===== src/logic/btu_pkg.sv =====
// ------------------------------------------------
// branch target unit package
// widths and sizes of the upper pc table and the
// compressed target table, vector typedefs and
// the update controller state enum
// ------------------------------------------------
`default_nettype none

package btu_pkg;

    // --------------------------------------------------
    // widths and sizes

    // upper pc bits kept once in the upct
    localparam int UPPER_PC_WIDTH = 10;
    // low target bits kept per slot
    localparam int LOWER_PC_WIDTH = 22;

    localparam int UPCT_ENTRIES     = 8;
    localparam int LOG_UPCT_ENTRIES = 3;

    localparam int CTT_ENTRIES     = 16;
    localparam int LOG_CTT_ENTRIES = 4;

    // --------------------------------------------------
    // vector types

    // full target is upper and lower joined
    typedef logic [UPPER_PC_WIDTH+LOWER_PC_WIDTH-1:0] pc_t;
    typedef logic [UPPER_PC_WIDTH-1:0]                upper_pc_t;
    typedef logic [LOWER_PC_WIDTH-1:0]                lower_pc_t;
    typedef logic [LOG_UPCT_ENTRIES-1:0]              upct_idx_t;
    typedef logic [LOG_CTT_ENTRIES-1:0]               ctt_slot_t;

    // write handshake FSM
    typedef enum logic [1:0] {
        IDLE,
        LOOKUP,
        ALLOC,
        WAIT_DROP
    } upd_state_t;

endpackage

`default_nettype wire


===== src/logic/ctt_write_if.sv =====
// ------------------------------------------------
// write port of the compressed target table
// ------------------------------------------------
`timescale 1ns/1ps
`default_nettype none

interface ctt_write_if;

    // write strobe, takes effect at the clock edge
    logic               valid;
    // slot being written
    btu_pkg::ctt_slot_t slot;
    // low target bits and the upct entry holding the rest
    btu_pkg::lower_pc_t lower_pc;
    btu_pkg::upct_idx_t upct_idx;

    // update controller side
    modport ctrl (output valid, output slot, output lower_pc, output upct_idx);

    // table side
    modport tbl (input valid, input slot, input lower_pc, input upct_idx);

endinterface

`default_nettype wire


===== src/logic/pe_lsb.sv =====
// ------------------------------------------------
// priority encoder
// index of the lowest set request bit
// ------------------------------------------------
`timescale 1ns/1ps
`default_nettype none

module pe_lsb #(
    parameter int WIDTH = 8
) (
    input  logic [WIDTH-1:0]         req_vec,
    output logic [$clog2(WIDTH)-1:0] ack_index
);

    always_comb begin
        // zero when nothing is requested
        ack_index = '0;
        // walk down from the top bit
        // so the lowest set bit is the last one written
        for (int i = WIDTH - 1; i >= 0; i--) begin
            if (req_vec[i]) begin
                ack_index = i[$clog2(WIDTH)-1:0];
            end
        end
    end

endmodule

`default_nettype wire


===== src/logic/upct_plru.sv =====
// ------------------------------------------------
// tree pseudo-LRU over the 8 upct ways
// three levels of tree bits, touch update
// and the victim index walked from the root
// ------------------------------------------------
`timescale 1ns/1ps
`default_nettype none

module upct_plru (
    input  logic                CLK,
    input  logic                nRST,

    // way just used
    input  logic                touch_valid,
    input  btu_pkg::upct_idx_t  touch_index,

    // way to replace next
    output btu_pkg::upct_idx_t  victim_index
);

    // --------------------------------------------------
    // tree bits

    // root picks the half, index bit 2
    logic       root_q;
    // second level picks the quarter, indexed by bit 2
    logic [1:0] mid_q;
    // third level picks the way, indexed by bits 2:1
    logic [3:0] leaf_q;

    // --------------------------------------------------
    // victim walk

    // each bit points at the less recently used side
    assign victim_index = {
        root_q,
        mid_q[root_q],
        leaf_q[{root_q, mid_q[root_q]}]
    };

    // --------------------------------------------------
    // touch update

    always_ff @(posedge CLK or negedge nRST) begin
        if (!nRST) begin
            // all zero, victim is way 0
            root_q <= 1'b0;
            mid_q  <= '0;
            leaf_q <= '0;
        end else if (touch_valid) begin
            // every bit on the path points away from the touched way
            root_q                   <= ~touch_index[2];
            mid_q[touch_index[2]]    <= ~touch_index[1];
            leaf_q[touch_index[2:1]] <= ~touch_index[0];
        end
    end

endmodule

`default_nettype wire


===== src/logic/upct.sv =====
// ------------------------------------------------
// upper pc table
// 8 entries of upper pc bits with a CAM lookup,
// a two-stage find-or-allocate update and the
// PLRU touch from reads of the target table
// ------------------------------------------------
`timescale 1ns/1ps
`default_nettype none

module upct (
    input  logic                CLK,
    input  logic                nRST,

    // read response from the target table
    input  logic                read_valid_resp,
    input  btu_pkg::upct_idx_t  read_index_resp,

    output btu_pkg::upper_pc_t [btu_pkg::UPCT_ENTRIES-1:0] upct_array,

    // update stage 0 request
    input  logic                update0_valid,
    input  btu_pkg::pc_t        update0_target_full_pc,

    // update stage 1 result
    output btu_pkg::upct_idx_t  update1_upct_index
);

    // --------------------------------------------------
    // signals

    // stage 0
    btu_pkg::upper_pc_t                 upd0_upper;
    logic [btu_pkg::UPCT_ENTRIES-1:0]   upd0_match;

    // stage 1
    logic                               upd1_valid;
    btu_pkg::upper_pc_t                 upd1_upper;
    logic [btu_pkg::UPCT_ENTRIES-1:0]   upd1_match;
    logic                               upd1_hit;
    btu_pkg::upct_idx_t                 upd1_match_idx;

    // replacement
    logic                               touch_valid;
    btu_pkg::upct_idx_t                 touch_index;
    btu_pkg::upct_idx_t                 victim_index;

    // --------------------------------------------------
    // stage 0, CAM

    assign upd0_upper = update0_target_full_pc[
        btu_pkg::UPPER_PC_WIDTH+btu_pkg::LOWER_PC_WIDTH-1:btu_pkg::LOWER_PC_WIDTH];

    always_comb begin
        for (int i = 0; i < btu_pkg::UPCT_ENTRIES; i++) begin
            upd0_match[i] = (upct_array[i] == upd0_upper);
        end
    end

    // stage boundary, payload only
    always_ff @(posedge CLK) begin
        upd1_upper <= upd0_upper;
        upd1_match <= upd0_match;
    end

    // --------------------------------------------------
    // stage 1, hit or allocate

    assign upd1_hit = |upd1_match;

    // lowest matching entry wins on multiple hits
    pe_lsb #(
        .WIDTH(btu_pkg::UPCT_ENTRIES)
    ) u_match_pe (
        .req_vec   (upd1_match),
        .ack_index (upd1_match_idx)
    );

    // hit gives the match, anything else gives the victim
    assign update1_upct_index = (upd1_valid && upd1_hit) ? upd1_match_idx : victim_index;

    always_ff @(posedge CLK or negedge nRST) begin
        if (!nRST) begin
            upd1_valid <= 1'b0;
            upct_array <= '0;
        end else begin
            upd1_valid <= update0_valid;
            // miss overwrites the victim entry
            if (upd1_valid && !upd1_hit) begin
                upct_array[victim_index] <= upd1_upper;
            end
        end
    end

    // --------------------------------------------------
    // PLRU

    // update stage 1 takes priority over a read touch
    assign touch_valid = upd1_valid || read_valid_resp;
    assign touch_index = upd1_valid ? update1_upct_index : read_index_resp;

    upct_plru u_plru (
        .CLK          (CLK),
        .nRST         (nRST),
        .touch_valid  (touch_valid),
        .touch_index  (touch_index),
        .victim_index (victim_index)
    );

endmodule

`default_nettype wire


===== src/logic/compressed_target_table.sv =====
// ------------------------------------------------
// compressed target table
// 16 slots of low pc and upct index, one write
// port and a registered read that rebuilds the
// full target from the live upct contents
// ------------------------------------------------
`timescale 1ns/1ps
`default_nettype none

module compressed_target_table (
    input  logic                CLK,
    input  logic                nRST,

    ctt_write_if.tbl            wr,

    // read request
    input  logic                rd_valid,
    input  btu_pkg::ctt_slot_t  rd_slot,

    input  btu_pkg::upper_pc_t [btu_pkg::UPCT_ENTRIES-1:0] upct_array,

    // registered read stage, also the upct touch
    output logic                read_valid_resp,
    output btu_pkg::upct_idx_t  read_index_resp,

    output logic                rd_target_valid,
    output btu_pkg::pc_t        rd_target
);

    // --------------------------------------------------
    // storage

    btu_pkg::lower_pc_t lower_mem [btu_pkg::CTT_ENTRIES];
    btu_pkg::upct_idx_t idx_mem   [btu_pkg::CTT_ENTRIES];

    // low pc of the slot being returned
    btu_pkg::lower_pc_t resp_lower;

    always_ff @(posedge CLK or negedge nRST) begin
        if (!nRST) begin
            // table starts out all zero
            for (int i = 0; i < btu_pkg::CTT_ENTRIES; i++) begin
                lower_mem[i] <= '0;
                idx_mem[i]   <= '0;
            end
        end else if (wr.valid) begin
            lower_mem[wr.slot] <= wr.lower_pc;
            idx_mem[wr.slot]   <= wr.upct_idx;
        end
    end

    // --------------------------------------------------
    // read stage

    always_ff @(posedge CLK or negedge nRST) begin
        if (!nRST) begin
            read_valid_resp <= 1'b0;
        end else begin
            read_valid_resp <= rd_valid;
        end
    end

    // read of a slot written at the same edge sees the old contents
    always_ff @(posedge CLK) begin
        resp_lower      <= lower_mem[rd_slot];
        read_index_resp <= idx_mem[rd_slot];
    end

    assign rd_target_valid = read_valid_resp;

    // upper bits come from the upct as it is now,
    // so a replaced entry shows its new value here
    assign rd_target = {upct_array[read_index_resp], resp_lower};

endmodule

`default_nettype wire


===== src/logic/target_update_ctrl.sv =====
// ------------------------------------------------
// target update controller
// four-phase req/ack handshake that runs the
// upct update and then writes the target table
// ------------------------------------------------
`timescale 1ns/1ps
`default_nettype none

module target_update_ctrl (
    input  logic                CLK,
    input  logic                nRST,

    // requester side
    input  logic                upd_req,
    input  btu_pkg::ctt_slot_t  upd_slot,
    input  btu_pkg::pc_t        upd_target,
    output logic                upd_ack,

    // upct update
    output logic                upd0_valid,
    output btu_pkg::pc_t        upd0_target,
    input  btu_pkg::upct_idx_t  update1_upct_index,

    // table write
    ctt_write_if.ctrl           wr
);

    // --------------------------------------------------
    // FSM

    btu_pkg::upd_state_t state_q;
    btu_pkg::upd_state_t state_d;

    always_comb begin
        state_d = state_q;
        case (state_q)
            // wait for a request
            btu_pkg::IDLE: begin
                if (upd_req) begin
                    state_d = btu_pkg::LOOKUP;
                end
            end
            // upct stage 0 this cycle
            btu_pkg::LOOKUP: begin
                state_d = btu_pkg::ALLOC;
            end
            // upct stage 1 and table write this cycle
            btu_pkg::ALLOC: begin
                state_d = btu_pkg::WAIT_DROP;
            end
            // ack held until the request goes away
            btu_pkg::WAIT_DROP: begin
                if (!upd_req) begin
                    state_d = btu_pkg::IDLE;
                end
            end
            default: begin
                state_d = btu_pkg::IDLE;
            end
        endcase
    end

    always_ff @(posedge CLK or negedge nRST) begin
        if (!nRST) begin
            state_q <= btu_pkg::IDLE;
            upd_ack <= 1'b0;
        end else begin
            state_q <= state_d;
            // rises with the table write, drops a cycle after req low
            upd_ack <= (state_d == btu_pkg::WAIT_DROP);
        end
    end

    // --------------------------------------------------
    // outputs

    // requester holds the target stable, so it feeds the upct directly
    assign upd0_valid  = (state_q == btu_pkg::LOOKUP);
    assign upd0_target = upd_target;

    // stage 1 index is captured by the table at the end of ALLOC
    assign wr.valid    = (state_q == btu_pkg::ALLOC);
    assign wr.slot     = upd_slot;
    assign wr.lower_pc = upd_target[btu_pkg::LOWER_PC_WIDTH-1:0];
    assign wr.upct_idx = update1_upct_index;

endmodule

`default_nettype wire


===== src/logic/branch_target_unit.sv =====
// ------------------------------------------------
// branch target unit top level
// update controller, upper pc table and the
// compressed target table
// ------------------------------------------------
`timescale 1ns/1ps
`default_nettype none

module branch_target_unit (
    input  logic                CLK,
    input  logic                nRST,

    // write side, four-phase handshake
    input  logic                upd_req,
    input  btu_pkg::ctt_slot_t  upd_slot,
    input  btu_pkg::pc_t        upd_target,
    output logic                upd_ack,

    // read side
    input  logic                rd_valid,
    input  btu_pkg::ctt_slot_t  rd_slot,
    output logic                rd_target_valid,
    output btu_pkg::pc_t        rd_target
);

    // --------------------------------------------------
    // internal wires

    // controller to upct
    logic                upd0_valid;
    btu_pkg::pc_t        upd0_target;
    btu_pkg::upct_idx_t  update1_upct_index;

    // table to upct
    logic                read_valid_resp;
    btu_pkg::upct_idx_t  read_index_resp;
    btu_pkg::upper_pc_t [btu_pkg::UPCT_ENTRIES-1:0] upct_array;

    // controller to table
    ctt_write_if wr_if ();

    // --------------------------------------------------
    // instances

    target_update_ctrl u_ctrl (
        .CLK                (CLK),
        .nRST               (nRST),
        .upd_req            (upd_req),
        .upd_slot           (upd_slot),
        .upd_target         (upd_target),
        .upd_ack            (upd_ack),
        .upd0_valid         (upd0_valid),
        .upd0_target        (upd0_target),
        .update1_upct_index (update1_upct_index),
        .wr                 (wr_if.ctrl)
    );

    upct u_upct (
        .CLK                    (CLK),
        .nRST                   (nRST),
        .read_valid_resp        (read_valid_resp),
        .read_index_resp        (read_index_resp),
        .upct_array             (upct_array),
        .update0_valid          (upd0_valid),
        .update0_target_full_pc (upd0_target),
        .update1_upct_index     (update1_upct_index)
    );

    compressed_target_table u_ctt (
        .CLK             (CLK),
        .nRST            (nRST),
        .wr              (wr_if.tbl),
        .rd_valid        (rd_valid),
        .rd_slot         (rd_slot),
        .upct_array      (upct_array),
        .read_valid_resp (read_valid_resp),
        .read_index_resp (read_index_resp),
        .rd_target_valid (rd_target_valid),
        .rd_target       (rd_target)
    );

endmodule

`default_nettype wire


===== config.mk =====
export PLATFORM = sky130hd
export DESIGN_NAME = branch_target_unit
export DESIGN_NICKNAME = d
export VERILOG_FILES = /design/src/logic/btu_pkg.sv /design/src/logic/ctt_write_if.sv /design/src/logic/pe_lsb.sv /design/src/logic/upct_plru.sv /design/src/logic/upct.sv /design/src/logic/compressed_target_table.sv /design/src/logic/target_update_ctrl.sv /design/src/logic/branch_target_unit.sv
export SDC_FILE = /design/constraint.sdc
export NUM_CORES = 1
export LEC_CHECK = 0
export BUFFER_PORTS_ARGS = -buffer_cell sky130_fd_sc_hd__buf_2
export CAP_MARGIN = 10
export CORE_ASPECT_RATIO = 0.75
export CORE_UTILIZATION = 62
export DETAILED_ROUTE_END_ITERATION = 10
export PLACE_DENSITY = 0.83
export SETUP_SLACK_MARGIN = 0.1
export SYNTH_ARGS = -nofsm -noshare
export SYNTH_HDL_FRONTEND = slang
export SYNTH_SLANG_ARGS = --single-unit
export TNS_END_PERCENT = 10

===== constraint.sdc =====
create_clock -name CLK -period 2.8 [get_ports CLK]
set_clock_uncertainty 0.2 [all_clocks]
set_input_delay 0.14 -clock CLK [delete_from_list [all_inputs] [get_ports CLK]]
set_output_delay 0.14 -clock CLK [all_outputs]
set_load 0.01 [all_outputs]

== Word-level counts from Yosys, hierarchy flattened ==
Cells that the tools add are included.

* Equality and inequality tests: 12
* Mux-type cells: 40
* Magnitude comparators: 12
* Reduce and logical (&&, ||, !) cells: 10
* Bitwise operators: 5

{| class="wikitable"
|+ Operators with widths
! operator !! count
|-
| $bwmux W352 || 1
|-
| $bmux W22 S4 || 1
|-
| $demux W22 S4 || 1
|-
| $bwmux W80 || 1
|-
| $eq A10 B10 Y1 || 8
|-
| $mux W22 || 3
|-
| $bwmux W48 || 1
|-
| $mux W3 || 13
|-
| $bmux W10 S3 || 1
|-
| $demux W10 S3 || 1
|-
| $mux W10 || 2
|-
| $bmux W3 S4 || 1
|-
| $demux W3 S4 || 1
|-
| $ge A5 B5 Y1 const B || 2
|-
| $not A4 Y5 || 2
|-
| $lt A3 B4 Y1 const B || 2
|-
| $pmux W2 S4 || 1
|-
| $reduce_or A8 Y1 || 1
|-
| $eq A2 B2 Y1 const B || 3
|-
| $logic_and A1 B1 Y1 || 6
|-
| $lt A2 B3 Y1 const B || 2
|-
| $lt A5 B1 Y1 const B || 1
|-
| $mux W1 || 5
|-
| $bwmux W4 || 1
|-
| 14 further kinds || 18
|}

* Bits in registers: 535
* Output and inout port bits: 34
* Word-level logic and storage cells: 130

== Depth between registers and ports, before layout ==
Gate-level depths: netlist of the first run.

* Word-level depth: 15
* Depth in mapped cells: 7

== Modules after synthesis ==
A second synthesis of the first run with hierarchy kept.

* Cells, all modules: 1,606
* Area total of the unflattened synthesis: 24,546.0 um^2

{| class="wikitable"
|+ Modules (own cells, without submodules)
! module !! seq. area each (um^2) !! cells an instance !! instances !! area an instance (um^2)
|-
| compressed_target_table || 10,535.1 || 1,161 || 1 || 18,978.2
|-
| upct || 2,387.3 || 333 || 1 || 4,556.9
|-
| target_update_ctrl || 75.1 || 71 || 1 || 584.3
|-
| upct_plru || 175.2 || 29 || 1 || 342.8
|-
| pe_lsb || 0.0 || 12 || 1 || 83.8
|}

== Least setup slack after synthesis of the first run ==
No wires, ideal clock.

* Path type: register -> register
* Start: register u_upct.upd1_match[5] (netlist name)
* End: register u_upct.upct_array[30] (netlist name)
* Path buffers: 2
* Data required time: 2.475 ns
* Clock period less this slack: 2.484 ns
* Data arrival time: 2.159 ns
* Setup slack: 0.316 ns
* Setup time: 0.125 ns
* Stages on the path, launching flop included: 7
* Cells stage by stage: dfxtp_1 > or4_4 > or3_1 > buf_6 > or3_1 > buf_6 > mux2_4

* Longest elaborated chain between the ends: 3

{| class="wikitable"
|+ Ends and longest elaborated chain
! item !! RTL line !! RTL
|-
| start, declared || upct.sv:38 || <nowiki>logic [btu_pkg::UPCT_ENTRIES-1:0] upd1_match;</nowiki>
|-
| start signal, assigned || upct.sv:62 || <nowiki>upd1_match <= upd0_match;</nowiki>
|-
| $reduce_or A8 Y1 || upct.sv:68 || <nowiki>assign upd1_hit = |upd1_match;</nowiki>
|-
| $logic_not A1 Y1 || upct.sv:88 || <nowiki>if (upd1_valid && !upd1_hit) begin</nowiki>
|-
| $logic_and A1 B1 Y1 || upct.sv:88 ||
|-
| end signal, assigned by index || upct.sv:89 || <nowiki>upct_array[victim_index] <= upd1_upper;</nowiki>
|-
| end, declared || upct.sv:18 || <nowiki>output btu_pkg::upper_pc_t [btu_pkg::UPCT_ENTRIES-1:0] upct_array,</nowiki>
|}

Every way passes these cells.
A chain may end at the register's enable or synchronous reset.

== Worst setup path after layout of the first run ==
* Start: register u_ctt.read_index_resp[0]
* End: output port rd_target[30]

* Longest elaborated chain between the ends: 2

{| class="wikitable"
|+ Ends and longest elaborated chain
! item !! RTL line !! RTL
|-
| start, declared || compressed_target_table.sv:24 || <nowiki>output btu_pkg::upct_idx_t read_index_resp,</nowiki>
|-
| start signal, assigned || compressed_target_table.sv:66 || <nowiki>read_index_resp <= idx_mem[rd_slot];</nowiki>
|-
| $bmux W10 S3 || compressed_target_table.sv:73 || <nowiki>assign rd_target = {upct_array[read_index_resp], resp_lower};</nowiki>
|-
| $mux W10 (implied by the code) || compressed_target_table.sv:73 ||
|-
| end, declared || branch_target_unit.sv:23 || <nowiki>output btu_pkg::pc_t rd_target</nowiki>
|}

Every way passes these cells. The select of a mux whose other input is x is not followed.

==> flow_metrics.env, run 1 <==
export IMPL_synth_compound_area_share=0.0156
export IMPL_io_pins=78
export IMPL_cts_setup_buffers=0
export IMPL_tightest_slew_ns=1.01
export IMPL_finalSetupTns_ns=0
export IMPL_synthAdderAreaFrac=0
export IMPL_ys_types=41
export IMPL_p_leak_nw=12.1
export IMPL_drv_cap=0
export IMPL_insertion_delay_ns=0.58
export IMPL_dr_pass1_iters=7
export IMPL_p_per_area_nw_per_um2=1030
export IMPL_ys_flop_type="dfrtp_1"
export IMPL_power_switching_w=0.00803
export IMPL_ir_drop_mv=0.723
export IMPL_p_sw_frac=0.286
export IMPL_synth_top_area_share=0.516
export IMPL_root_buffer="clkbuf_16"
export IMPL_syn2layout_area_growth_pct=14.6
export IMPL_cts_buffers=51
export IMPL_critPathLaunch="u_ctt.read_index_resp[0]$_DFF_P_"
export IMPL_drt_vias_per_instance=6.30
export IMPL_hold_path_class="in2reg"
export IMPL_async_reset_ff_frac=0.920
export IMPL_synthTopCellsByArea="dfrtp_1, mux2_2, mux4_2"
export IMPL_preCtsSetupSlack_ns=0.209
export IMPL_antenna_found_initial=0
export IMPL_grt_pass1_vias=15000
export IMPL_place_hpwl_um=31900
export IMPL_grt_ovfl_total=0
export IMPL_syn_cell_area_um2=23800
export IMPL_fmax_ghz=0.382
export IMPL_finalCriticalPeriod_ns=2.62
export IMPL_synth_xor_area_share=0.0294
export IMPL_multi_input_area_um2=10300
export IMPL_ys_top_cells_by_count="dfrtp_1, mux2_2, mux4_2"
export IMPL_gp_congestion=0.904
export IMPL_hp_start="rd_valid"
export IMPL_end_kind="output port"
export IMPL_dr_first_iter_drc_count=1210
export IMPL_seqPwrFrac=0.459
export IMPL_start_kind="register"
export IMPL_vias=13800
export IMPL_hold_violations=0
export IMPL_grt_max_degree=77
export IMPL_die_area_um2=39300
export IMPL_h_tree_depth=2
export IMPL_setup_viol=0
export IMPL_share_comb_of_total_power=0.281
export IMPL_path_clk_slew_ns=0.07
export IMPL_row_count=61
export IMPL_slew_headroom=0.329
export IMPL_nNetsFinal=1679
export IMPL_clock_sinks=535
export IMPL_synth_top_family_by_area="multiplexers"
export IMPL_synth_warnings=0
export IMPL_worstPathArrival_ns=2.28
export IMPL_p_int_w=0.0201
export IMPL_synth_edff_count=0
export IMPL_seq_area_um2=13200
export IMPL_synth_mux_area_frac=0.353
export IMPL_ys_ff_latch=535
export IMPL_syn_area_per_cell_um2=15.6
export IMPL_finalMaxSlewViolations=0
export IMPL_crit_type="reg2out"
export IMPL_post_synth_top_count_cell="dfrtp_1"
export IMPL_tritoncts="built"
export IMPL_start_util=0.636
export IMPL_coreArea_um2=37500
export IMPL_die_x_um=228
export IMPL_fill_cells=2281
export IMPL_r2r_start="u_upct.upd1_match[5]$_DFF_P_"
export IMPL_syn_inst=1526
export IMPL_drc_errors=0
export IMPL_synth_nets=1570
export IMPL_finalPower_w=0.0281
export IMPL_insertedDiodeCount=0
export IMPL_status="finished, final reports clean"
export IMPL_grtUsageTotal=0.290
export IMPL_clk_path_buf_depth=3
export IMPL_die_h_um=172
export IMPL_grt_pass1_wl_um=86500
export IMPL_fin_ws_ns=0.183
export IMPL_yosys_area_share_simple=0.0298
export IMPL_crit_fanout=22
export IMPL_wirelength_um=54200
export IMPL_rsz0062_at_grt="false"
export IMPL_wire_per_inst_um=24.8
export IMPL_yosysTopAreaCell="dfrtp_1"
export IMPL_required_ns=2.46
export IMPL_yosysSeqAreaShare=0.552
export IMPL_drive_above_1_share=0.493
export IMPL_antenna_left=0
export IMPL_port_buffer_count=77
export IMPL_finalCritPeriodShare=0.935
export IMPL_clockPowerShare=0.260
[worst max-delay path, cell delays in order, from the launching register on]
cell     delay, ns
dfxtp_1       0.34
buf_6         0.31
mux4_2        0.60
mux2_2        0.29
buf_2         0.15
[cells in the final DEF, fill, tap and decap left out, drive strengths merged, types with 16 or more instances in the layout]
cell type / instances
clkbuf: 73
xor2: 16
dlygate4sd3: 36
nor2: 20
a21oi: 16
nand4: 16
buf: 130
o21ai: 35
dfrtp: 492
nand2: 47
mux4: 145
dfxtp: 43
mux2: 450
xnor2: 64
[power by group through the flow]
| stage | registers (W) | clock network, W | logic (W) |
|---|---|---|---|
| floorplan | 0.0123 | 0 | 0.00608 |
| global placement | 0.0126 | 0 | 0.00744 |
| detailed placement | 0.0129 | 0 | 0.00776 |
| CTS | 0.0128 | 0.00741 | 0.00791 |
| global route | 0.0132 | 0.00773 | 0.00849 |
| finish | 0.0129 | 0.00731 | 0.00788 |
[area by class of cell]
| type | count | area share |
|---|---|---|
| sequential | 535 | 0.482 |
| multi-input combinational | 874 | 0.375 |
| clock buffer | 73 | 0.0549 |
| timing repair buffer | 166 | 0.0523 |
| tap | 504 | 0.0231 |
| clock inverter | 23 | 0.0113 |
| inverter | 7 | 0.000962 |
[sequential cells by signal (all words and copies together) (netlist names)]
register               flops
u_ctt.idx_mem             48
u_ctt.lower_mem          352
u_ctt.resp_lower          22
u_ctt.read_index_resp      3
u_upct.u_plru.leaf_q       4
u_upct.u_plru.mid_q        2
u_upct.upd1_upper         10
u_ctt.rd_target_valid      1
u_upct.u_plru.root_q       1
u_ctrl.state_q             2
u_upct.upct_array         80
u_upct.upd1_valid          1
u_upct.upd1_match          8
u_ctrl.upd_ack             1
[per-stage QoR]
| stage | instance area [um^2] | instances | hold slack [ns] | utilization |
|---|---|---|---|---|
| final | 27300 | 2182 | 0.0266 | 0.729 |
| after global routing | 27300 | 2182 | 0.00947 | 0.729 |
| after CTS | 27300 | 2181 | 0.0157 | 0.729 |
| after detailed placement | 25100 | 2049 | -0.0341 | 0.671 |
| after global placement | 25100 | 2049 | -0.0362 | 0.671 |
| after floorplan | 23800 | 1526 | -0.356 | - |
[routing by layer]
| metal | up-vias | global-route usage | part of all wire |
|---|---|---|---|
| met5 | - | 0 | 0 |
| met4 | 0 | 0.0811 | 0.023 |
| met3 | 93 | 0.0535 | 0.053 |
| met2 | 374 | 0.479 | 0.49 |
| met1 | 7425 | 0.399 | 0.43 |
| li1 | 5859 | - | - |
[worst paths after layout]
path | end | slack, ns | depth (start not counted)
min | u_ctt.rd_target_valid$_DFF_PN0_ | 0.03 | 2
max in group asynchronous | u_ctt.lower_mem[26]$_DFFE_PN0P_ | 0.91 | 5
max | rd_target[30] | 0.18 | 4
max reg2reg | u_upct.upct_array[67]$_DFFE_PN0P_ | 0.22 | 6
min reg2reg | u_ctt.idx_mem[30]$_DFFE_PN0P_ | 0.28 | 2
min in group asynchronous | u_upct.upct_array[57]$_DFFE_PN0P_ | 0.47 | 3
[cell families (layout without fill, tap and decap cells)]
logic type | after synthesis | count (layout)
compound gates | 67 | 67
xor+xnor | 80 | 80
buf+inv | 117 | 269
flops | 535 | 535
mux | 597 | 597
simple gates | 130 | 130
[timing repair]
action,CTS,global route
hold endpoints to repair,742,0
hold buffers,36,0
gates resized for setup,1,0
setup endpoints to repair,8,0
No activity file was read; power rests on OpenSTA's default activity.
==> inputs of run 2 (changes only) <==
--- a/config.mk
+++ b/config.mk
@@ -7,7 +7,6 @@
 export LEC_CHECK = 0
 export BUFFER_PORTS_ARGS = -buffer_cell sky130_fd_sc_hd__buf_2
 export CAP_MARGIN = 10
-export CORE_ASPECT_RATIO = 0.75
 export CORE_UTILIZATION = 62
 export DETAILED_ROUTE_END_ITERATION = 10
 export PLACE_DENSITY = 0.83
==> flow_metrics.env, run 2 (synthesis gave the netlist of run 1 again) <==
export IMPL_p_per_area_nw_per_um2=1020
export IMPL_path_clk_slew_ns=0.06
export IMPL_multi_input_area_um2=10300
export IMPL_finalSetupTns_ns=0
export IMPL_final_cell_mix="dfrtp_1, mux2_2, mux4_2"
export IMPL_die_x_um=198
export IMPL_required_ns=3.07
export IMPL_die_h_um=198
export IMPL_rsz0062_at_grt="true"
export IMPL_wirelength_um=54700
export IMPL_wire_per_inst_um=24.9
export IMPL_dr_first_iter_drc_count=984
export IMPL_tightest_slew_ns=0.686
export IMPL_slew_headroom=0.542
export IMPL_root_buffer="clkbuf_16"
export IMPL_start_kind="register"
export IMPL_reg2regPathDepth=4
export IMPL_finalCritPeriodShare=0.963
export IMPL_antenna_left=0
export IMPL_drive_above_1_share=0.493
export IMPL_setup_viol=0
export IMPL_cts_setup_buffers=0
export IMPL_end_kind="register"
export IMPL_top_regs="u_ctt.lower_mem: 352 flops, u_upct.upct_array: 80 flops, u_ctt.idx_mem: 48 flops"
export IMPL_fill_cells=2339
export IMPL_tritoncts="built"
export IMPL_place_hpwl_um=33300
export IMPL_use_met2=0.503
export IMPL_insertedDiodeCount=0
export IMPL_cts_buffers=52
export IMPL_h_tree_depth=2
export IMPL_hold_violations=0
export IMPL_gp_congestion=0.872
export IMPL_io_pins=78
export IMPL_use_met1=0.395
export IMPL_grt_pass1_wl_um=87500
export IMPL_start_util=0.632
export IMPL_grt_pass1_vias=15100
export IMPL_regMostFlops="u_ctt.lower_mem"
export IMPL_antenna_found_initial=0
export IMPL_insertion_delay_ns=0.58
export IMPL_layout_commonest_cell="dfrtp_1"
export IMPL_coreArea_um2=37800
export IMPL_p_leak_nw=12.1
export IMPL_globalRoute_busiestLayer="met2"
export IMPL_largest_register_ffs=352
export IMPL_clock_sinks=535
export IMPL_min_path_cells=4
export IMPL_crit_fanout=10
export IMPL_port_buffer_count=77
export IMPL_drt_vias_per_instance=6.32
export IMPL_grtUsageTotal=0.296
export IMPL_drv_cap=0
export IMPL_ir_drop_mv=0.612
export IMPL_row_count=71
export IMPL_finalCriticalPeriod_ns=2.70
export IMPL_worstPathArrival_ns=2.96
export IMPL_vias=13900
export IMPL_nNetsFinal=1686
export IMPL_fmax_ghz=0.371
export IMPL_hold_path_class="in2reg"
export IMPL_crit_type="reg2reg"
export IMPL_globalRouteMet3Util=0.0390
export IMPL_drc_errors=0
export IMPL_dr_pass1_iters=5
export IMPL_clk_path_buf_depth=3
export IMPL_status="finished, final reports clean"
export IMPL_syn2layout_area_growth_pct=14.7
export IMPL_finalMaxSlewViolations=0
export IMPL_die_area_um2=39300
export IMPL_grt_ovfl_total=0
export IMPL_final_core_util=0.724
export IMPL_seq_area_um2=13200
export IMPL_grt_max_degree=78
## run 2: timing repair
item | 4_1_cts | 5_1_grt
setup endpoints to repair | 3 | 30
hold endpoints to repair | 877 | 0
resized for setup | 1 | 0
hold buffers | 41 | 0
## run 2: metal layers
metal	routed length, um	vias to the layer above	part of all wire
met1	22500	7474	0.41
li1	-	5864	-
met3	2360	112	0.043
met5	0	-	0
met2	28300	407	0.52
met4	1620	0	0.030
## run 2: per-stage QoR
step | power [W] | instances | hold slack, ns | setup WS (ns) | instance area (um^2)
after floorplan | 0.0183 | 1526 | -0.356 | 0.316 | 23800
after global placement | 0.0201 | 2058 | -0.0514 | 0.144 | 25200
after detailed placement | 0.0207 | 2058 | -0.0462 | 0.125 | 25200
after CTS | 0.0280 | 2194 | 0.0190 | 0.112 | 27300
after global routing | 0.0293 | 2194 | 0.0433 | 0.0379 | 27300
final | 0.0280 | 2194 | 0.0534 | 0.103 | 27300
## run 2: worst paths after layout
path	start	to	slack [ns]
setup / recovery	u_upct.upd1_match[5]$_DFF_P_	u_upct.upct_array[35]$_DFFE_PN0P_	0.10
hold / removal	upd_slot[2]	u_ctt.lower_mem[200]$_DFFE_PN0P_	0.05
setup reg to reg	u_upct.upd1_match[5]$_DFF_P_	u_upct.upct_array[35]$_DFFE_PN0P_	0.10
hold reg to reg	u_ctt.idx_mem[42]$_DFFE_PN0P_	u_ctt.idx_mem[42]$_DFFE_PN0P_	0.28
max in group asynchronous	nRST	u_ctt.lower_mem[135]$_DFFE_PN0P_	1.91
min in group asynchronous	nRST	u_upct.upct_array[18]$_DFFE_PN0P_	0.10
## run 2: critical path: stages, from the launching register on
cell	delay, ns
dfxtp_1	0.32
or4_4	0.55
or3_1	0.45
or3_1	0.66
mux2_4	0.40
## run 2: power by group
part           internal, W  switching, W  total [W]  leakage (nW)
Clock              0.00419       0.00290    0.00709         0.869
Combinational      0.00488       0.00307    0.00795          4.64
Sequential          0.0109       0.00203     0.0129          6.59
Total               0.0200       0.00800     0.0280          12.1
## run 2: final cells by class
cell class	instances	area share
clock buffers	83	0.0588
well taps	511	0.0234
repair buffers	172	0.0545
inverters	7	0.000961
flip-flops and latches	535	0.482
multi-input cells	874	0.375
clock inverters	12	0.00508
